`src/hdl/enigma_cfg.svh`:
```
// Wiring tables are fixed at build time and the package widths must be kept in step by hand
`ifndef ENIGMA_CFG_SVH
`define ENIGMA_CFG_SVH

`define ALPHABET_SIZE 26
`define POS_WIDTH 5
`define CHAR_WIDTH 8

// Entry i is the contact that contact i feeds going toward the reflector
`define ROTOR1_WIRING '{ \
    5'd7,  5'd12, 5'd21, 5'd17, 5'd0,  5'd2,  5'd22, \
    5'd20, 5'd23, 5'd18, 5'd9,  5'd25, 5'd15, 5'd3, \
    5'd14, 5'd13, 5'd11, 5'd8,  5'd4,  5'd10, 5'd6, \
    5'd5,  5'd19, 5'd16, 5'd24, 5'd1}

`define ROTOR2_WIRING '{ \
    5'd19, 5'd4,  5'd7,  5'd6,  5'd12, 5'd17, 5'd8, \
    5'd5,  5'd2,  5'd0,  5'd1,  5'd20, 5'd25, 5'd9, \
    5'd14, 5'd22, 5'd24, 5'd18, 5'd15, 5'd13, 5'd3, \
    5'd10, 5'd21, 5'd16, 5'd11, 5'd23}

`define ROTOR3_WIRING '{ \
    5'd19, 5'd0,  5'd6,  5'd1,  5'd15, 5'd2,  5'd18, \
    5'd3,  5'd16, 5'd4,  5'd20, 5'd5,  5'd21, 5'd13, \
    5'd25, 5'd7,  5'd24, 5'd8,  5'd23, 5'd9,  5'd22, \
    5'd11, 5'd17, 5'd10, 5'd14, 5'd12}

// S maps to itself on the plugboard
`define PLUG_WIRING '{ \
    5'd4,  5'd10, 5'd12, 5'd5,  5'd11, 5'd6,  5'd3, \
    5'd16, 5'd21, 5'd25, 5'd13, 5'd19, 5'd14, 5'd22, \
    5'd24, 5'd7,  5'd23, 5'd20, 5'd18, 5'd15, 5'd0, \
    5'd8,  5'd1,  5'd17, 5'd2,  5'd9}

// Pairs swap and no letter maps to itself
`define REFLECT_WIRING '{ \
    5'd24, 5'd17, 5'd20, 5'd7,  5'd16, 5'd18, 5'd11, \
    5'd3,  5'd15, 5'd23, 5'd13, 5'd6,  5'd14, 5'd10, \
    5'd12, 5'd8,  5'd4,  5'd1,  5'd5,  5'd25, 5'd2, \
    5'd22, 5'd21, 5'd9,  5'd0,  5'd19}

`endif

```
`src/hdl/enigmaPkg.sv`:
```
// Field widths are written out by hand and must track the macros of the config header
package enigmaPkg;

    // Bit i set means letter 'A' + i
    typedef logic [25:0] oneHotLetter;

    // Only 0 to 25 are legal
    typedef logic [4:0] rotorPos;

    // Right rotor steps on every letter
    typedef struct packed {
        rotorPos right;
        rotorPos middle;
        rotorPos left;
    } rotorSet;

    typedef struct packed {
        logic       valid;
        logic [7:0] ascii;
    } charStream;

endpackage

```
`src/hdl/letterCodec.sv`:
```
// Only uppercase A to Z count as letters and lowercase bytes are treated as non-letters
`timescale 1ns/1ps
`include "enigma_cfg.svh"

module letterCodec import enigmaPkg::*; (
    input  logic [`CHAR_WIDTH-1:0] asciiIn,
    output logic                   isLetter,
    output oneHotLetter            letterOut,
    input  oneHotLetter            letterIn,
    output logic [`CHAR_WIDTH-1:0] asciiOut
);

    // ASCII to one-hot
    always_comb begin
        isLetter  = (asciiIn >= "A") && (asciiIn <= "Z");
        letterOut = '0;
        if (isLetter) begin
            letterOut = oneHotLetter'(1) << (asciiIn - "A");
        end
    end

    // One-hot back to ASCII
    always_comb begin
        // Empty letter reads as '?'
        asciiOut = "?";
        for (int i = 0; i < `ALPHABET_SIZE; i++) begin
            if (letterIn[i]) begin
                asciiOut = "A" + i[`CHAR_WIDTH-1:0];
            end
        end
    end

    // Encoder expects at most one letter bit set
    always_comb begin
        if (letterIn != '0) begin
            assert ($onehot(letterIn))
                else $error("letterCodec: letter input %b is not one-hot", letterIn);
        end
    end

endmodule

```
`config.mk`:
```
export PLATFORM = sky130hd
export DESIGN_NAME = letterCodec
export DESIGN_NICKNAME = d
export VERILOG_FILES = /design/src/hdl/enigmaPkg.sv /design/src/hdl/letterCodec.sv
export VERILOG_INCLUDE_DIRS = /design/src /design/src/hdl
export SDC_FILE = /design/constraint.sdc
export NUM_CORES = 1
export LEC_CHECK = 0
export BUFFER_PORTS_ARGS = -buffer_cell sky130_fd_sc_hd__buf_2
export CORE_MARGIN = 2
export CORE_UTILIZATION = 44
export DETAILED_ROUTE_END_ITERATION = 10
export PLACE_DENSITY = 0.94
export SETUP_SLACK_MARGIN = 0.2
export SLEW_MARGIN = 20
export SYNTH_ARGS = -nofsm -noshare
export SYNTH_HDL_FRONTEND = slang
export SYNTH_SLANG_ARGS = --single-unit
```
`constraint.sdc`:
```
create_clock -name vclk -period 7.39
set_clock_uncertainty 0.15 [all_clocks]
set_input_delay 1.478 -clock vclk [all_inputs]
set_output_delay 1.478 -clock vclk [all_outputs]
set_load 0.01 [all_outputs]
```
## After elaboration in Yosys (flattened, before gate mapping)

Cells that the tools add are included.
Widths: inputs -> output; s select.

| operators by class | value |
|---|---|
| shift operators | 1 |
| order comparisons | 2 |
| muxes and demuxes | 27 |
| add/sub/neg operators | 1 |
| reductions and logical operators | 1 |

Operator list:

| cell | number |
|---|---|
| $mux 8 | 25 |
| $mux 26 | 1 |
| $shl 1x8->26 const A | 1 |
| $ge 8x7->1 const B | 1 |
| $le 8x7->1 const B | 1 |
| $sub 8x7->8 const B | 1 |
| $mux 7 | 1 |
| $logic_and 1x1->1 | 1 |

| word-level totals | value |
|---|---|
| register bits after elaboration | 0 |
| output and inout bits | 35 |
| input bits | 34 |
| logic and storage cells | 32 |

## Logic depth before layout (Yosys ltp)

Gate-level depths: netlist of run 1.

| logic depth | value |
|---|---|
| depth in word-level cells | 26 |
| gate-level depth with buffers | 8 |
| gate-level depth less buffers | 6 |

## Worst setup path before layout of run 1

Ideal clock, no wire load.

| timing path | value |
|---|---|
| path kind | in2out |
| start point | input asciiIn[0] |
| end point | output letterOut[14] |
| buffers on the path | 0 |
| setup slack | 2723 ps |
| required time | 5762 ps |
| arrival time | 3039 ps |
| stages | 6 |
| path through | inv_1 -> ha_1 -> or4b_1 -> a211oi_1 -> nand3_1 -> nor3_1 |

| on the way | value |
|---|---|
| word-level cells in the longest chain between the ends | 3 |
| elaborated cells between the ends (all ways) | 6 |
| classes of those cells | add/sub: 1; order compare: 2; shift: 1; mux: 1; reduce/logical: 1 |

RTL lines:

| element | line | source |
|---|---|---|
| start: declaration | letterCodec.sv:6 | `` input logic [`CHAR_WIDTH-1:0] asciiIn, `` |
| $sub 8x7->8, or another cell as far along | letterCodec.sv:18 | `letterOut = oneHotLetter'(1) << (asciiIn - "A");` |
| $shl 1x8->26 or $logic_and 1x1->1 (tied branches) | letterCodec.sv:18, letterCodec.sv:15 |  |
| $mux 26 (*) | letterCodec.sv:17 | `if (isLetter) begin` |
| end: declaration | letterCodec.sv:8 | `output oneHotLetter letterOut,` |

Mark *: on every way between the ends. The rest lies on a longest branch, timed or not.

## Final worst setup path of run 1

| timing path | value |
|---|---|
| start point | input asciiIn[0] |
| end point | output letterOut[2] |

Same word-level chain as after synthesis.

==> results by group, run 1 <==
Status
  • Status: finished, final reports clean

GRT
  • First-pass GRT wire length: 5240 um
  • Largest net degree at the start of global routing: 14
  • Total congestion overflow: 0
  • Initial antenna violation count: 0
  • Overall Global Routing Usage: 0.262
  • Vias in the first global route: 1214

Placement
  • Final GP Congestion: 0.896
  • Dpl hpwl: 2500 um
  • Port Buffers: 68
  • DP Area: 1200 um2
  • Worst slack, placed: 2.15 ns
  • Placed cells: 230

Die
  • I/O pin count: 69
  • Rows: 16
  • Die W: 48.4 um
  • Die Height: 48.4 um
  • DIE AREA: 2340 um2
  • Core ar.: 1900 um2
  • Initial Utilization: 0.456

Clocking
  • CTS Hold Buffers Added: 0
  • Setup Buffers After CTS: 0
  • Resized cells post-CTS: 0

Route
  • Via density: 5.81
  • # DRC: 0
  • Vias: 1341
  • Initial DRC count: 13
  • Drt wl/cell: 13.4 um
  • ANT nets after route: 0
  • Pre-Repair DR Iteration Count: 4
  • Total routed wirelength: 3090 um

Synth
  • Syn Nets: 179
  • Number of distinct library cells after synthesis: 41
  • Sequential share of the synthesized area: 0
  • Post-Syn Area per Cell: 6.11 um2
  • Cell area after synthesis: 867 um2
  • Synthesis warning total: 0
  • Syn Inst Count: 142

Worst hold path
  • Hold Path Class: in -> out
  • Hold-critical path depth: 3

Power and ir drop
  • Worst ir drop on vdd: 0.0343 mV
  • Leak: 0.548 nW
  • Int Pwr: 18.3 uW
  • P_sw: 29.5 uW
  • Share of power burned in registers: 0
  • Combinational share of power: 1.000
  • Clk pwr share: 0
  • Switching Fraction: 0.617
  • Cell Pwr Density: 39.2 nW/um2

Worst setup path
  • CP startpoint kind: primary input
  • Kind of end point of the critical path: output port
  • Crit path arrival time: 3.45 ns
  • CP startpoint: asciiIn[0]
  • Worst Path Required: 5.76 ns
  • Critical Path Sink: letterOut[2]
  • Max incr delay on CP: 0.50 ns
  • CP cell instances: buf_2, inv_1, ha_1, or4b_1, a211oi_1, nand3_1, nor3_1, buf_2
  • Top cell by count, worst path: buf_2
  • Crit Path Class: in -> out
  • CP max-delay cell: or4b_1
  • Number of cells on the critical path: 8
  • Critical path buffers and inverters: 3
  • CP delay by family, top: simple AND/OR/NAND/NOR gates
  • Worst-path maximum fanout: 7

Timing
  • Slew @ Worst Pin: 0.653 ns
  • Final setup vio count: 0
  • Final worst-path cycle share: 0.688
  • Max Clock Freq: 197 MHz
  • Final worst slack: 2.31 ns
  • Relative slew slack: 0.563
  • RSZ-0062 raised after global routing: no
  • Hold Violations, Final: 0
  • Max Slew Vio Count: 0
  • Final min period: 5.08 ns
  • Setup TNS: 0 ns

Cells and area
  • Post-route cell area: 1220 um2
  • Layout clock buffers: 0
  • Seq Cell Count: 0
  • Ant. Diodes: 0
  • Fillers: 196
  • Finished Layout Cells: 231
  • Nets: 243
  • Share of cells above drive strength 1: 0.368
  • P&R area growth vs syn: 40.5%
  • FF+latch area: 0 um2

Flow run
  • Max-cap violations: 0
[final cells by class]
cell class,count,area (um2),share of cell area
multi-input combinational,127,807,0.662
timing repair buffer,69,348,0.285
inverter,8,30.0,0.0246
tap,27,33.8,0.0277
[power by group through the flow]
stage | combinational [mW] | clock [mW] | sequential (mW)
floorplan | 0.0258 | 0 | 0
global placement | 0.0446 | 0 | 0
detailed placement | 0.0460 | 0 | 0
CTS | 0.0462 | 0 | 0
global route | 0.0533 | 0 | 0
finish | 0.0478 | 0 | 0
[layout by cell type, fill, tap and decap left out, types with 2 or more instances in the layout]
| cell type | n |
|---|---|
| o21ai_0 | 6 |
| nor3b_1 | 3 |
| nand2b_1 | 2 |
| or4_1 | 4 |
| o211ai_1 | 2 |
| nand3_1 | 4 |
| a21oi_1 | 9 |
| inv_1 | 8 |
| nor2_1 | 12 |
| nand3b_1 | 2 |
| ha_1 | 3 |
| a211oi_1 | 5 |
| nor2b_1 | 3 |
| nor4_1 | 6 |
| a31oi_1 | 2 |
| buf_2 | 68 |
| nor3_1 | 32 |
| or3_1 | 3 |
| xor2_1 | 3 |
| nand2_1 | 6 |
[per-stage QoR]
stage | power, mW | hold slack [ns] | utilization
floorplan | 0.0258 | 2.86 | -
global placement | 0.0446 | 3.11 | 0.633
detailed placement | 0.0460 | 3.11 | 0.633
CTS | 0.0462 | 3.11 | 0.633
global route | 0.0533 | 3.14 | 0.641
finish | 0.0478 | 3.12 | 0.641
[per-layer routing]
metal  up-vias  GRT usage  wire length, um
met4         0     0.0619               74
met3         8     0.0340              205
met5         -          0                0
met1       603      0.328             1300
li1        671          -                -
met2        59      0.477             1510
[synth_stat cells (all sizes together)]
master   number  area, um2
a211oi        5       37.5
a21o          1       7.51
a21oi         9       45.0
a31oi         2       12.5
a41oi         1       8.76
buf           7       37.5
conb          1       3.75
ha            3       37.5
inv           8       30.0
nand2         6       22.5
nand2b        3       26.3
nand3         4       20.0
nand3b        2       15.0
nand4bb       1       11.3
nor2         12       45.0
nor2b         3       18.8
nor3         32        160
nor3b         3       22.5
nor4          7       50.1
nor4b         1       23.8
o2111a        1       11.3
o211ai        2       15.0
o21a          1       7.51
o21ai         6       30.0
o21bai        1       7.51
o221a         1       11.3
o22ai         1       6.26
o311ai        1       8.76
o31a          1       8.76
o31ai         1       7.51
o32a          1       10.0
or2           1       6.26
or3           4       26.3
or4           4       30.0
or4b          1       10.0
xnor2         1       8.76
xor2          3       26.3
[cells by family (layout without fill, tap and decap cells)]
group           Yosys count  in the layout  synth area share
simple gates             84             84             0.563
compound gates           35             35             0.271
buf+inv                  15             77            0.0779
xor+xnor                  4              4            0.0404
fa+ha+maj                 3              3            0.0433
other cells               1              1           0.00432
[worst min path at each step]
stage,slack [ns],end,start
global route,3.14,asciiOut[0],letterIn[25]
CTS,3.11,asciiOut[0],letterIn[25]
global placement,3.11,asciiOut[0],letterIn[25]
floorplan,2.86,isLetter,asciiIn[5]
finish,3.12,asciiOut[0],letterIn[25]
detailed placement,3.11,asciiOut[0],letterIn[25]
[worst min-delay path, stage by stage]
cell and delay, ns:
buf_2 0.12, o22ai_1 0.06, buf_2 0.13
Note: power is estimated with default switching activity, not from simulation.
==> inputs of run 2 (changes only) <==
CORE_UTILIZATION = 38   (was 44)
PLACE_DENSITY = 0.86   (was 0.94)
clock period = 4.35 ns   (was 7.39 ns; I/O delays follow)
==> results by group, run 2 (synthesis results as in run 1) <==
Status
  • Status: finished, final reports clean

Placement
  • DP Area: 1210 um2
  • Dpl hpwl: 2510 um
  • Port Buffers: 68
  • Worst slack, placed: 0.412 ns
  • Placed cells: 232
  • Final GP Congestion: 0.890

Worst setup path
  • Worst Path Required: 3.33 ns
  • Crit Path Class: in -> out
  • Worst-path maximum fanout: 7
  • Crit path arrival time: 2.81 ns
  • CP startpoint kind: primary input
  • Kind of end point of the critical path: output port

Timing
  • Relative slew slack: 0.596
  • Setup TNS: 0 ns
  • Max Clock Freq: 261 MHz
  • Final worst slack: 0.518 ns
  • Hold Violations, Final: 0
  • Final worst-path cycle share: 0.881
  • Final setup vio count: 0
  • Final min period: 3.83 ns
  • Max Slew Vio Count: 0
  • Slew @ Worst Pin: 0.603 ns
  • Final hold slack: 1.90 ns
  • RSZ-0062 raised after global routing: no

Power and ir drop
  • Total power: 80.5 uW
  • Int Pwr: 31.0 uW
  • Leak: 0.549 nW
  • Worst ir drop on vdd: 0.0451 mV
  • P_sw: 49.5 uW
  • Switching Fraction: 0.615
  • Cell Pwr Density: 66.2 nW/um2
  • Share of power burned in registers: 0
  • Combinational share of power: 1.000
  • Clk pwr share: 0

Route
  • Total routed wirelength: 3030 um
  • ANT nets after route: 0
  • # DRC: 0
  • Vias: 1338
  • Via density: 5.77
  • Pre-Repair DR Iteration Count: 4
  • Initial DRC count: 23
  • Drt wl/cell: 13.1 um

GRT
  • Overall Global Routing Usage: 0.220
  • First-pass GRT wire length: 4760 um
  • Largest net degree at the start of global routing: 14
  • Vias in the first global route: 1136
  • Initial antenna violation count: 0
  • Total congestion overflow: 0

Die
  • I/O pin count: 69
  • Die Height: 51.8 um
  • Die W: 51.8 um
  • Rows: 17
  • DIE AREA: 2680 um2
  • Core ar.: 2190 um2
  • Initial Utilization: 0.396

Cells and area
  • Nets: 243
  • Share of cells above drive strength 1: 0.368
  • FF+latch area: 0 um2
  • Layout clock buffers: 0
  • Commonest non-fill, non-tap cell in the layout: buf_2
  • Commonest cells after routing, fill and taps aside: buf_2 (68), nor3_1 (32), nor2_1 (12)
  • Utilization after layout: 0.555
  • Seq Cell Count: 0
  • P&R area growth vs syn: 40.3%
  • Ant. Diodes: 0
  • Post-route cell area: 1220 um2
  • Finished Layout Cells: 232

Clocking
  • CTS Hold Buffers Added: 0
  • Resized cells post-CTS: 0
  • Setup Buffers After CTS: 0

Worst hold path
  • Hold-critical path depth: 3
  • Hold Path Class: in -> out
  • Endpoint, Worst Hold: asciiOut[0]
  • Hold path start: letterIn[25]

Flow run
  • Max-cap violations: 0
run 2: cell counts in the layout (fill, tap and decap cells not counted):
Identical to the previous run, type by type.
run 2: worst max-delay path: stages:
cell and delay (ns):
buf_2 0.14, inv_1 0.10, ha_1 0.32, or4b_1 0.50, a211oi_1 0.23, nand3_1 0.23
nor3_1 0.24, buf_2 0.17
run 2: per-layer routing:
layer  GRT usage  part of all wire
met3      0.0144             0.067
met5           0                 0
met1       0.276              0.44
met4      0.0439             0.015
met2       0.410              0.48
run 2: power groups by stage:
stage | registers (mW) | logic [mW] | clock network, mW
finish | 0 | 0.0805 | 0
global route | 0 | 0.0889 | 0
CTS | 0 | 0.0789 | 0
detailed placement | 0 | 0.0787 | 0
global placement | 0 | 0.0770 | 0
floorplan | 0 | 0.0438 | 0
run 2: layout make-up:
cell class / count / area, um2
fill: 225 / 975
inverter: 8 / 30.0
multi-input combinational: 127 / 803
tap: 28 / 35.0
timing repair buffer: 69 / 348
run 2: worst max-delay path by stage:
stage	start	to	slack (ns)
2_1_floorplan	asciiIn[0]	letterOut[14]	0.90
3_3_place_gp	asciiIn[0]	letterOut[15]	0.47
3_5_place_dp	asciiIn[0]	letterOut[15]	0.41
4_1_cts	asciiIn[0]	letterOut[15]	0.40
5_1_grt	asciiIn[0]	letterOut[22]	0.35
6_report	asciiIn[0]	letterOut[11]	0.52
