### config.mk
export PLATFORM = sky130hd
export DESIGN_NAME = rotorStepper
export DESIGN_NICKNAME = d
export VERILOG_FILES = /design/src/hdl/enigmaPkg.sv /design/src/hdl/rotorStepper.sv
export VERILOG_INCLUDE_DIRS = /design/src /design/src/hdl
export SDC_FILE = /design/constraint.sdc
export NUM_CORES = 1
export LEC_CHECK = 0
export BUFFER_PORTS_ARGS = -buffer_cell sky130_fd_sc_hd__buf_2
export CAP_MARGIN = 20
export CORE_ASPECT_RATIO = 1.25
export CORE_MARGIN = 3
export CORE_UTILIZATION = 48
export DETAILED_ROUTE_END_ITERATION = 7
export PLACE_DENSITY = 0.78
export SLEW_MARGIN = 25
export SYNTH_ARGS = -nofsm -noshare
export SYNTH_HDL_FRONTEND = slang
export SYNTH_SLANG_ARGS = --single-unit
### constraint.sdc
create_clock -name load -period 2.25 [get_ports load]
set_clock_uncertainty 0.1 [all_clocks]
set_input_delay 0.225 -clock load [delete_from_list [all_inputs] [get_ports load]]
set_output_delay 0.225 -clock load [all_outputs]
set_load 0.005 [all_outputs]
### src/hdl/enigma_cfg.svh
// Wiring tables are fixed at build time and the package widths must be kept in step by hand
`ifndef ENIGMA_CFG_SVH
`define ENIGMA_CFG_SVH

`define ALPHABET_SIZE 26
`define POS_WIDTH 5
`define CHAR_WIDTH 8

// Entry i is the contact that contact i feeds going toward the reflector
`define ROTOR1_WIRING '{ \
    5'd7,  5'd12, 5'd21, 5'd17, 5'd0,  5'd2,  5'd22, \
    5'd20, 5'd23, 5'd18, 5'd9,  5'd25, 5'd15, 5'd3, \
    5'd14, 5'd13, 5'd11, 5'd8,  5'd4,  5'd10, 5'd6, \
    5'd5,  5'd19, 5'd16, 5'd24, 5'd1}

`define ROTOR2_WIRING '{ \
    5'd19, 5'd4,  5'd7,  5'd6,  5'd12, 5'd17, 5'd8, \
    5'd5,  5'd2,  5'd0,  5'd1,  5'd20, 5'd25, 5'd9, \
    5'd14, 5'd22, 5'd24, 5'd18, 5'd15, 5'd13, 5'd3, \
    5'd10, 5'd21, 5'd16, 5'd11, 5'd23}

`define ROTOR3_WIRING '{ \
    5'd19, 5'd0,  5'd6,  5'd1,  5'd15, 5'd2,  5'd18, \
    5'd3,  5'd16, 5'd4,  5'd20, 5'd5,  5'd21, 5'd13, \
    5'd25, 5'd7,  5'd24, 5'd8,  5'd23, 5'd9,  5'd22, \
    5'd11, 5'd17, 5'd10, 5'd14, 5'd12}

// S maps to itself on the plugboard
`define PLUG_WIRING '{ \
    5'd4,  5'd10, 5'd12, 5'd5,  5'd11, 5'd6,  5'd3, \
    5'd16, 5'd21, 5'd25, 5'd13, 5'd19, 5'd14, 5'd22, \
    5'd24, 5'd7,  5'd23, 5'd20, 5'd18, 5'd15, 5'd0, \
    5'd8,  5'd1,  5'd17, 5'd2,  5'd9}

// Pairs swap and no letter maps to itself
`define REFLECT_WIRING '{ \
    5'd24, 5'd17, 5'd20, 5'd7,  5'd16, 5'd18, 5'd11, \
    5'd3,  5'd15, 5'd23, 5'd13, 5'd6,  5'd14, 5'd10, \
    5'd12, 5'd8,  5'd4,  5'd1,  5'd5,  5'd25, 5'd2, \
    5'd22, 5'd21, 5'd9,  5'd0,  5'd19}

`endif

### src/hdl/enigmaPkg.sv
// Field widths are written out by hand and must track the macros of the config header
package enigmaPkg;

    // Bit i set means letter 'A' + i
    typedef logic [25:0] oneHotLetter;

    // Only 0 to 25 are legal
    typedef logic [4:0] rotorPos;

    // Right rotor steps on every letter
    typedef struct packed {
        rotorPos right;
        rotorPos middle;
        rotorPos left;
    } rotorSet;

    typedef struct packed {
        logic       valid;
        logic [7:0] ascii;
    } charStream;

endpackage

### src/hdl/rotorStepper.sv
// startPos fields must be below 26 while setKey is high and setKey takes priority over advance
`timescale 1ns/1ps
`include "enigma_cfg.svh"

module rotorStepper import enigmaPkg::*; (
    input  logic    load,
    input  logic    reset,
    input  logic    setKey,
    input  rotorSet startPos,
    input  logic    advance,
    output rotorSet positions
);

    logic rightWrap;
    logic middleWrap;

    function automatic rotorPos nextPos(rotorPos p);
        return (p == rotorPos'(`ALPHABET_SIZE - 1)) ? '0 : p + 1'b1;
    endfunction

    // Carries out of the faster rotors
    assign rightWrap  = positions.right == rotorPos'(`ALPHABET_SIZE - 1);
    assign middleWrap = positions.middle == rotorPos'(`ALPHABET_SIZE - 1);

    always_ff @(posedge load) begin
        if (reset) begin
            positions <= '0;
        end else if (setKey) begin
            positions <= startPos;
        end else if (advance) begin
            positions.right <= nextPos(positions.right);
            if (rightWrap) begin
                positions.middle <= nextPos(positions.middle);
            end
            // Double carry turns the left rotor
            if (rightWrap && middleWrap) begin
                positions.left <= nextPos(positions.left);
            end
        end
    end

    positionsInRange: assert property (@(posedge load) disable iff (reset)
        (positions.right < `ALPHABET_SIZE) &&
        (positions.middle < `ALPHABET_SIZE) &&
        (positions.left < `ALPHABET_SIZE))
        else $error("rotorStepper: position out of range %p", positions);

    startPosInRange: assert property (@(posedge load) disable iff (reset)
        setKey |-> (startPos.right < `ALPHABET_SIZE) &&
                   (startPos.middle < `ALPHABET_SIZE) &&
                   (startPos.left < `ALPHABET_SIZE))
        else $error("rotorStepper: bad start key %p", startPos);

endmodule

# Word-level counts from Yosys, hierarchy flattened
# Cells that the tools add are included.
classes:
  n_addsub: 3
  multipliers: 0
  div: 0
  n_lt_le_gt_ge: 0
  n_eq_ne: 3
  shift: 0
  mux: 7
  bitwise_logic: 0
  n_reduce_logical: 6
ops:
  columns: ["op", "n"]
  rows:
  - ["two-way mux 15 bit", 2]
  - ["two-way mux 5 bit", 5]
  - ["adder 5 x 1 -> 5 bit, second input constant", 3]
  - ["equality test 5 bit, second input constant", 3]
  - ["nonzero test 2 bit", 3]
  - ["AND reduction 2 bit", 2]
  - ["logical AND 1 bit", 1]
totals:
  reg_bits: 15
  latch_bits: 0
  ram_bits: 0
  rom_bits: 0
  inputBits: 19
  mem_count: 0

# Longest topological paths before layout
# Gate-level depths: netlist of run 1.
logic_depth:
  depth_word: 5
  depth_mapped: 7
  depth_no_buf: 6

# Least setup slack after synthesis of run 1
# Ideal clock, no wire load.
synth_timing:
  kind: "register to register"
  start: "reg positions[6] in the netlist's numbering"
  end: "reg positions[0] in the netlist's numbering"
  setup_ns: 0.086
  arrival_ns: 1.431
  t_required_ns: 2.064
  slack_ns: 0.634
  path_stages_with_launch: 8
  path_buffers: 1
  synth_period_minus_slack_ns: 1.616
  path_cell_list: "dfxtp_1 > inv_1 > ha_1 > and4b_1 > buf_6 > a31oi_4 > a221oi_1 > a211oi_1"
synth_via:
  elab_chain_cells: 4
synth_rtl:
  columns: ["item", "line", "text"]
  rows:
  - ["start, declared", "rotorStepper.sv:11", "output rotorSet positions"]
  - ["start signal, assigned", "rotorStepper.sv:29", "positions <= startPos;"]
  - ["equality test 5 bit", "rotorStepper.sv:23", "assign middleWrap = positions.middle == rotorPos'(`ALPHABET_SIZE - 1);"]
  - ["logical AND 1 bit", "rotorStepper.sv:36", "if (rightWrap && middleWrap) begin"]
  - ["nonzero test 2 bit (no source line)", null, null]
  - ["AND reduction 2 bit (no source line)", null, null]
# No other way between the ends.
# A chain may end at the register's enable or synchronous reset.

# Worst setup path in the final report of run 1
layout_timing:
  start: "reg positions[11] in the netlist's numbering"
  end: "reg positions[0] in the netlist's numbering"
layout_via:
  elab_chain_cells: 4
layout_rtl:
  columns: ["item", "line", "text"]
  rows:
  - ["equality test 5 bit", "rotorStepper.sv:22", "assign rightWrap = positions.right == rotorPos'(`ALPHABET_SIZE - 1);"]
  - ["logical AND 1 bit", "rotorStepper.sv:36", null]
  - ["nonzero test 2 bit (no source line)", null, null]
  - ["AND reduction 2 bit (no source line)", null, null]
# No other way between the ends.

==> flow_summary.json, run 1 <==
{
  "status": "finished, final reports clean",
  "synth-warning-count": 0,
  "grt_pass1_wl_um": 3719,
  "yosysTopAreaCell": "dfxtp_1",
  "worstReg2RegStart": "positions[11]$_SDFFE_PP0P_",
  "portBuffers": 33,
  "cts_made_buffers": 3,
  "critPathMaxFanout": 8,
  "critical_path_class": "reg2reg",
  "cts_hold_buf": 0,
  "grt_remaining_overflow": 0,
  "worst_slack_ns": 0.4550,
  "post_drt_wl_per_cell_um": 14.07,
  "synthCells": 113,
  "cpPeakStageDelay_ns": 0.40,
  "drt_pass1_iterations": 4,
  "fin_crit_sh_pct": 79.78,
  "fmax_mhz": 557.1,
  "postCtsSetupBuffers": 0,
  "rsz0062_at_grt": "no",
  "finalWirelength_um": 2266,
  "cts_tree": "yes",
  "cap_violations": 0,
  "synth_common_cells": "dfxtp_1, nor3_1, nor2_1",
  "setup_tns_ns": 0,
  "grt_start_max_net_pins": 32,
  "yosys.cell_count.top_type": "dfxtp_1",
  "drive_above_1_share_pct": 28.87,
  "vdd_drop_max_mv": 0.3640,
  "regMostFlops": "positions",
  "combPwrFrac_pct": 20.9,
  "reg_top3": "positions: 15 flops",
  "synth.avg_cell_area_sq_um": 8.459,
  "core-area_sq_um": 1829,
  "start_util_pct": 52.26,
  "clockBufferDepth": 2,
  "nNetsFinal": 168,
  "drv_slew": 0,
  "dominantRegCellSynth": "dfxtp_1",
  "seq_area_frac_synth_pct": 31.41,
  "clock-sinks": 15,
  "vias_per_cell": 6.062,
  "pwr-share-seq_pct": 51.5,
  "worstSkewPairLatency_ns": 0.30,
  "crit_path_cell_trace": "inv_1 > ha_1 > and4b_1 > a31oi_4 > a221oi_1 > a211oi_1",
  "antenna_found_initial": 0,
  "die_w_um": 45.92,
  "ioPinCount": 34,
  "pwr-share-clk_pct": 27.6,
  "cp-end-kind": "register",
  "drt-initial-drc-count": 14,
  "area_delta_synth_final_pct": 17.54,
  "startpoint": "positions[11]$_SDFFE_PP0P_",
  "syn_nets": 138,
  "hp-start": "startPos[10]",
  "swShare_pct": 31.39,
  "cts_resized": 0,
  "cellPowerDensity_nw_per_um2": 532.6,
  "hold_class": "in2reg",
  "place.gp.congestion": 0.8418,
  "cp_slowest_cell": "dfxtp_1",
  "p_leak_uw": 0.0004836,
  "intPower_uw": 410.6,
  "synth_edf_count": 0,
  "ant_nets": 0,
  "worstPathRequired_ns": 2.37,
  "worst-path-buf-inv": 1,
  "dpl.cell_count": 157,
  "clkTransAtPathRegs_ns": 0.10,
  "chipHeight_um": 55.90,
  "gr-usage-all-layers_pct": 18.65,
  "yosysTopAreaCellShare_pct": 31.41,
  "largest_reg_flops": 15,
  "finalHoldViolCount": 0,
  "synth_area_leaders": "dfxtp_1, ha_1, a221oi_1",
  "critPathTopFamily": "compound AO/OA/AOI/OAI gates",
  "synthesis.area_sq_um": 955.9,
  "die-area_sq_um": 2566,
  "relSlewSlack_pct": 60.83,
  "setup_viol": 0,
  "dp_hpwl_um": 1691,
  "n_antenna_cell": 0,
  "synthArstFlopShare_pct": 0,
  "ys_seq_elements": 15,
  "route.detailed.drc": 0,
  "worstMarginPinSlew_ns": 0.5875,
  "period_minus_slack_ns": 1.795,
  "cp.arrival_ns": 1.92,
  "first_global_vias": 940,
  "num_rows": 17,
  "cts_root_buf": "clkbuf_4",
  "switchingPower_uw": 187.9,
  "synth_cell_types": 32,
  "whs_ns": 0.05255,
  "pre_cts_ws_ns": 0.4881,
  "cp-start-kind": "register",
  "layout.cells.non_filler": 161,
  "vias": 976,
  "htree_levels": 1,
  "power_uw": 598.4
}
## power groups by stage
stage | clock (uW) | combinational [uW] | sequential, uW
6_report | 165 | 125 | 308
5_1_grt | 177 | 141 | 312
4_1_cts | 169 | 126 | 309
3_5_place_dp | 0 | 125 | 315
3_3_place_gp | 0 | 122 | 312
2_1_floorplan | 0 | 78.7 | 312
## final cells by class
| type | count | area, sq um |
|---|---|---|
| clock buffers | 3 | 22.52 |
| inverters | 7 | 26.28 |
| multi-input cells | 83 | 580.6 |
| flip-flops and latches | 15 | 300.3 |
| clock inverters | 1 | 5.005 |
| well taps | 19 | 23.77 |
| repair buffers | 33 | 165.2 |
| fillers | 162 | 705.7 |
## cell usage in the layout (no fill, tap or decap)
master,instances
a21o_1,1
nand2_1,4
a32o_1,1
clkbuf_4,3
o21ai_1,2
ha_1,6
o21ai_0,2
a31o_2,1
a31oi_4,1
o32ai_1,1
nor2_1,10
dfxtp_1,15
a211oi_1,6
and4b_1,2
nand3_1,8
a21oi_4,1
buf_2,33
nor3_1,11
inv_1,7
o22ai_1,1
clkinv_2,1
nand4b_1,1
a32oi_1,1
nand2b_1,3
a221oi_1,7
a41oi_2,1
o31ai_1,1
a22oi_1,1
xnor2_1,4
a21oi_1,6
## per-layer routing
| layer | up-vias | global-route usage (%) | wire [um] |
|---|---|---|---|
| met1 | 458 | 21.34 | 948 |
| met2 | 32 | 32.09 | 1142 |
| met3 | 5 | 1.942 | 121 |
| li1 | 481 | - | - |
| met4 | 0 | 9.350 | 53 |
| met5 | - | 0 | 0 |
## per-stage QoR
step           instance area (sq um)  util (%)
3_5_place_dp                    1096     59.92
2_1_floorplan                  955.9         -
4_1_cts                         1124     61.42
3_3_place_gp                    1096     59.92
6_report                        1124     61.42
5_1_grt                         1124     61.42
## worst register-to-register path: cells and delay by family (launching register included)
| family | cells | cell delay (ns) |
|---|---|---|
| AOI/OAI and AO/OA | 3 | 0.65 |
| buffers and inverters | 1 | 0.09 |
| and+or+nand+nor | 1 | 0.30 |
| adders and majority gates | 1 | 0.18 |
| DFF | 1 | 0.40 |
## logic make-up (layout without fill, tap and decap cells)
group | count (synthesis) | count (layout) | synth area share, %
simple gates | 39 | 39 | 20.42
compound gates | 34 | 34 | 28.80
fa+ha+maj | 6 | 6 | 7.853
xor+xnor | 4 | 4 | 3.665
flops | 15 | 15 | 31.41
buf+inv | 15 | 44 | 7.852
## worst paths after layout
check	slack [ns]	cells past startpoint	endpoint
max reg2reg	0.46	6	positions[0]$_SDFFE_PP0P_
min	0.05	3	positions[10]$_SDFFE_PP0P_
max	0.46	6	positions[0]$_SDFFE_PP0P_
min reg2reg	0.43	2	positions[14]$_SDFFE_PP0P_
Note: power is estimated with default switching activity, not from simulation.
==> inputs of run 2 (changes only) <==
--- a/config.mk
+++ b/config.mk
@@ -10,9 +10,9 @@
 export CAP_MARGIN = 20
 export CORE_ASPECT_RATIO = 1.25
 export CORE_MARGIN = 3
-export CORE_UTILIZATION = 48
+export CORE_UTILIZATION = 43
 export DETAILED_ROUTE_END_ITERATION = 7
-export PLACE_DENSITY = 0.78
+export PLACE_DENSITY = 0.74
 export SLEW_MARGIN = 25
 export SYNTH_ARGS = -nofsm -noshare
 export SYNTH_HDL_FRONTEND = slang
==> constraint.sdc (replaced) <==
create_clock -name load -period 1.5 [get_ports load]
set_clock_uncertainty 0.1 [all_clocks]
set_input_delay 0.15 -clock load [delete_from_list [all_inputs] [get_ports load]]
set_output_delay 0.15 -clock load [all_outputs]
set_load 0.005 [all_outputs]
==> flow_summary.json, run 2 (synthesized netlist as in run 1, its figures left out) <==
{
  "status": "complete, but fails checks",
  "violations": "setup timing",
  "finalHoldViolCount": 0,
  "cp-end-kind": "register",
  "critPathTopFamily": "compound AO/OA/AOI/OAI gates",
  "nNetsFinal": 188,
  "finalWirelength_um": 2697,
  "pre_cts_ws_ns": -0.1267,
  "cts_tree": "yes",
  "die_w_um": 48.17,
  "drt-initial-drc-count": 18,
  "fmax_mhz": 635.4,
  "cpPeakStageDelay_ns": 0.34,
  "multiInputGateArea_sq_um": 681.9,
  "worstMarginPinSlew_ns": 0.4594,
  "drive_above_1_share_pct": 51.85,
  "chipHeight_um": 58.72,
  "route.detailed.drc": 0,
  "fin_crit_sh_pct": 104.9,
  "largest_reg_flops": 15,
  "setup_tns_ns": -0.3254,
  "start_util_pct": 46.64,
  "n_antenna_cell": 0,
  "first_global_vias": 1014,
  "relSlewSlack_pct": 69.37,
  "fill_cells": 198,
  "cp.depth": 7,
  "worst-path-buf-inv": 2,
  "place.gp.congestion": 0.8362,
  "clock-sinks": 15,
  "whs_ns": 0.008294,
  "final_common_cell": "buf_2",
  "num_rows": 18,
  "ioPinCount": 34,
  "cts_made_buffers": 3,
  "ff_latch_area_sq_um": 305.3,
  "drt_pass1_iterations": 4,
  "htree_levels": 1,
  "worst_slack_ns": -0.07381,
  "clkTransAtPathRegs_ns": 0.10,
  "design_area_sq_um": 1403,
  "clockBufferDepth": 2,
  "grt_remaining_overflow": 0,
  "cp.arrival_ns": 1.69,
  "reg_top3": "positions: 15 flops",
  "final_cell_mix": "buf_2, buf_4, dfxtp_1",
  "worstHoldPathCells": 3,
  "worstSkewPairLatency_ns": 0.28,
  "grt_pass1_wl_um": 4133,
  "critPathMaxFanout": 7,
  "cts_root_buf": "clkbuf_4",
  "ant_nets": 0,
  "hold_class": "in2reg",
  "placed_area_sq_um": 1249,
  "power_uw": 978.3,
  "regMostFlops": "positions",
  "gr-usage-all-layers_pct": 19.98,
  "cap_violations": 0,
  "portBuffers": 33,
  "die-area_sq_um": 2828,
  "area_delta_synth_final_pct": 46.73,
  "dp_hpwl_um": 1788,
  "rsz0062_at_grt": "yes",
  "grt_start_max_net_pins": 23,
  "cellPowerDensity_nw_per_um2": 697.5,
  "vias_per_cell": 5.547,
  "r2r_cells": 7,
  "worstPathRequired_ns": 1.61,
  "p_leak_uw": 0.0005973,
  "setup_viol": 9,
  "crit_path_cell_trace": "inv_2 > ha_4 > and4b_2 > a21oi_4 > buf_6 > o21ai_2 > a21oi_1",
  "post_drt_wl_per_cell_um": 14.05,
  "drv_slew": 0,
  "reg2reg_slack_ns": -0.07,
  "core-area_sq_um": 2049,
  "vdd_drop_max_mv": 0.4750,
  "cp-start-kind": "register",
  "antenna_found_initial": 0,
  "period_minus_slack_ns": 1.574,
  "vias": 1065,
  "cp_slowest_cell": "dfxtp_2",
  "critical_path_class": "reg2reg"
}
-- run 2: power breakdown --
part           total [uW]  switching (uW)  internal, uW
sequential            455            27.2           428
clock                 236             133           103
combinational         287             142           145
-- run 2: layout make-up --
cell class                      count  area share, %
Clock buffer                        4          1.873
Inverter                            7          1.873
Multi-Input combinational cell     83          48.62
Sequential cell                    15          21.77
Tap cell                           30          2.676
Timing Repair Buffer               53          23.19
-- run 2: timing repair --
action,4_1_cts,5_1_grt
pin swaps,12,9
buffers inserted,2,0
gates resized for setup,21,5
hold buffers,1,0
endpoints found under the hold margin,1,0
endpoints found under the setup margin,12,15
-- run 2: metal layers --
layer	GRT usage, %	vias up	wire (um)
met5	0	-	0
met4	6.538	0	48
met3	2.752	6	133
met2	36.38	33	1418
met1	22.28	503	1095
li1	-	523	-
-- run 2: tightest hold or removal path, stage by stage --
cell,delay (ns)
buf_2,0.08
a211oi_1,0.06
nor2_1,0.07
-- run 2: path summary, 6_finish.rpt --
check / to / startpoint
worst min-delay path: positions[11]$_SDFFE_PP0P_ / startPos[11]
worst max-delay path: positions[7]$_SDFFE_PP0P_ / positions[11]$_SDFFE_PP0P_
worst min register to register: positions[1]$_SDFFE_PP0P_ / positions[1]$_SDFFE_PP0P_
worst max register to register: positions[7]$_SDFFE_PP0P_ / positions[11]$_SDFFE_PP0P_
-- run 2: through the flow --
stage          utilization (%)  instances
6_report                 68.44        192
5_1_grt                  68.44        192
4_1_cts                  67.52        192
3_5_place_dp             60.93        186
3_3_place_gp             60.93        186
2_1_floorplan                -        113
==> inputs of run 3 (changes only) <==
--- a/config.mk
+++ b/config.mk
@@ -12,7 +12,7 @@
 export CORE_MARGIN = 3
 export CORE_UTILIZATION = 43
 export DETAILED_ROUTE_END_ITERATION = 7
-export PLACE_DENSITY = 0.74
+export PLACE_DENSITY = 0.73
 export SLEW_MARGIN = 25
 export SYNTH_ARGS = -nofsm -noshare
 export SYNTH_HDL_FRONTEND = slang
==> flow_summary.json, run 3 (synthesized netlist as in run 1, its figures left out) <==
{
  "num_rows": 18,
  "worst_slack_ns": -0.05191,
  "portBuffers": 33,
  "route.detailed.drc": 0,
  "critical_path_class": "reg2reg",
  "worstPathRequired_ns": 1.56,
  "layout.cells.non_filler": 193,
  "drt-initial-drc-count": 35,
  "pwr-share-clk_pct": 23.1,
  "period_minus_slack_ns": 1.552,
  "finalWirelength_um": 2806,
  "core-area_sq_um": 2049,
  "cp.arrival_ns": 1.61,
  "grt_pass1_wl_um": 4319,
  "p_leak_uw": 0.0006107,
  "swShare_pct": 30.63,
  "worstMarginPinSlew_ns": 0.4278,
  "post_drt_wl_per_cell_um": 14.54,
  "drv_slew": 0,
  "ant_nets": 0,
  "hold_class": "in2reg",
  "dp_hpwl_um": 1858,
  "die-area_sq_um": 2828,
  "place.gp.congestion": 0.8081,
  "relSlewSlack_pct": 71.48,
  "htree_levels": 1,
  "whs_ns": 0.008536,
  "status": "complete, but fails checks",
  "dpl.cell_count": 185,
  "critPathMaxFanout": 8,
  "clock-sinks": 15,
  "rsz0062_at_grt": "yes",
  "setup_viol": 8,
  "intPower_uw": 684.2,
  "antenna_found_initial": 0,
  "fmax_mhz": 644.4,
  "crit_path_cell_trace": "inv_2 > ha_4 > and4b_2 > a31oi_4 > a221oi_2 > nor3_2",
  "fin_crit_sh_pct": 103.5,
  "whs_endpoint": "positions[10]$_SDFFE_PP0P_",
  "final_cell_mix": "buf_2, buf_4, dfxtp_1",
  "reg_top3": "positions: 15 flops",
  "cpPeakStageDelay_ns": 0.33,
  "regMostFlops": "positions",
  "cts_made_buffers": 3,
  "drive_above_1_share_pct": 52.15,
  "vias_per_cell": 5.606,
  "grt_remaining_overflow": 0,
  "chipHeight_um": 58.72,
  "n_antenna_cell": 0,
  "cap_violations": 0,
  "startpoint": "positions[6]$_SDFFE_PP0P_",
  "final_common_cell": "buf_2",
  "reg2reg_slack_ns": -0.05,
  "start_util_pct": 46.64,
  "die_w_um": 48.17,
  "violations": "setup timing",
  "cp-start-kind": "register",
  "pwr-share-seq_pct": 46.1,
  "r2r_cells": 6,
  "worstReg2RegStart": "positions[6]$_SDFFE_PP0P_",
  "drt_pass1_iterations": 5,
  "cts_tree": "yes",
  "vias": 1082,
  "setup_tns_ns": -0.2563,
  "switchingPower_uw": 302.1,
  "combPwrFrac_pct": 30.9,
  "r2r_end": "positions[3]$_SDFFE_PP0P_",
  "first_global_vias": 1029,
  "gr-usage-all-layers_pct": 21.00,
  "cp_slowest_cell": "dfxtp_2",
  "vdd_drop_max_mv": 0.4706,
  "clkTransAtPathRegs_ns": 0.09,
  "area_delta_synth_final_pct": 49.74,
  "cellPowerDensity_nw_per_um2": 689.1,
  "worstHoldPathCells": 3,
  "worstSkewPairLatency_ns": 0.28,
  "cts_root_buf": "clkbuf_4",
  "power_uw": 986.3,
  "ioPinCount": 34,
  "fin_util_pct": 69.84,
  "nNetsFinal": 189,
  "finalHoldViolCount": 0,
  "hp-start": "startPos[10]",
  "clockBufferDepth": 2,
  "largest_reg_flops": 15,
  "grt_start_max_net_pins": 22,
  "cp-end-kind": "register"
}
## run 3: layout make-up
| class | instances | area [sq um] |
|---|---|---|
| multi-input cells | 83 | 709.4 |
| fillers | 166 | 618.1 |
| repair buffers | 54 | 326.6 |
| flip-flops and latches | 15 | 305.3 |
| well taps | 30 | 37.54 |
| clock buffers | 4 | 26.28 |
| inverters | 7 | 26.28 |
## run 3: worst max-delay path by stage
stage,to,depth (start not counted)
after floorplan,positions[0]$_SDFFE_PP0P_,7
after global placement,positions[3]$_SDFFE_PP0P_,6
after detailed placement,positions[3]$_SDFFE_PP0P_,6
after CTS,positions[1]$_SDFFE_PP0P_,6
after global routing,positions[0]$_SDFFE_PP0P_,6
final,positions[3]$_SDFFE_PP0P_,6
## run 3: stage by stage
| step | setup WS [ns] | cell area, sq um |
|---|---|---|
| after global placement | -0.1539 | 1241 |
| after global routing | -0.1434 | 1431 |
| after CTS | -0.07784 | 1359 |
| final | -0.05191 | 1431 |
| after floorplan | -0.0005012 | 963.4 |
| after detailed placement | -0.1709 | 1241 |
## run 3: timing repair
action                     in CTS  in global routing
setup buffers                   4                  2
gates resized for setup        16                 12
setup endpoints to repair      10                 14
hold buffers                    0                  0
pin swaps                       9                 16
## run 3: worst max-delay path: cells and delay by family, from the launching register on
| kind | cells | cell delay, ns |
|---|---|---|
| compound gates | 2 | 0.40 |
| fa+ha+maj | 1 | 0.13 |
| simple gates | 2 | 0.37 |
| flops | 1 | 0.33 |
| buf+inv | 1 | 0.08 |
## run 3: layer usage
| layer | GRT usage (%) | share of wire [%] | up-vias |
|---|---|---|---|
| li1 | - | - | 525 |
| met1 | 22.56 | 39 | 502 |
| met2 | 37.87 | 54 | 45 |
| met3 | 1.835 | 4.4 | 10 |
| met4 | 10.77 | 3.0 | 0 |
| met5 | 0 | 0 | - |
## run 3: power by group through the flow
stage	clock (uW)	sequential, uW	combinational [uW]
after floorplan	0	470	118
after global placement	0	457	238
after detailed placement	0	458	244
after CTS	235	451	273
after global routing	248	458	333
final	227	454	305
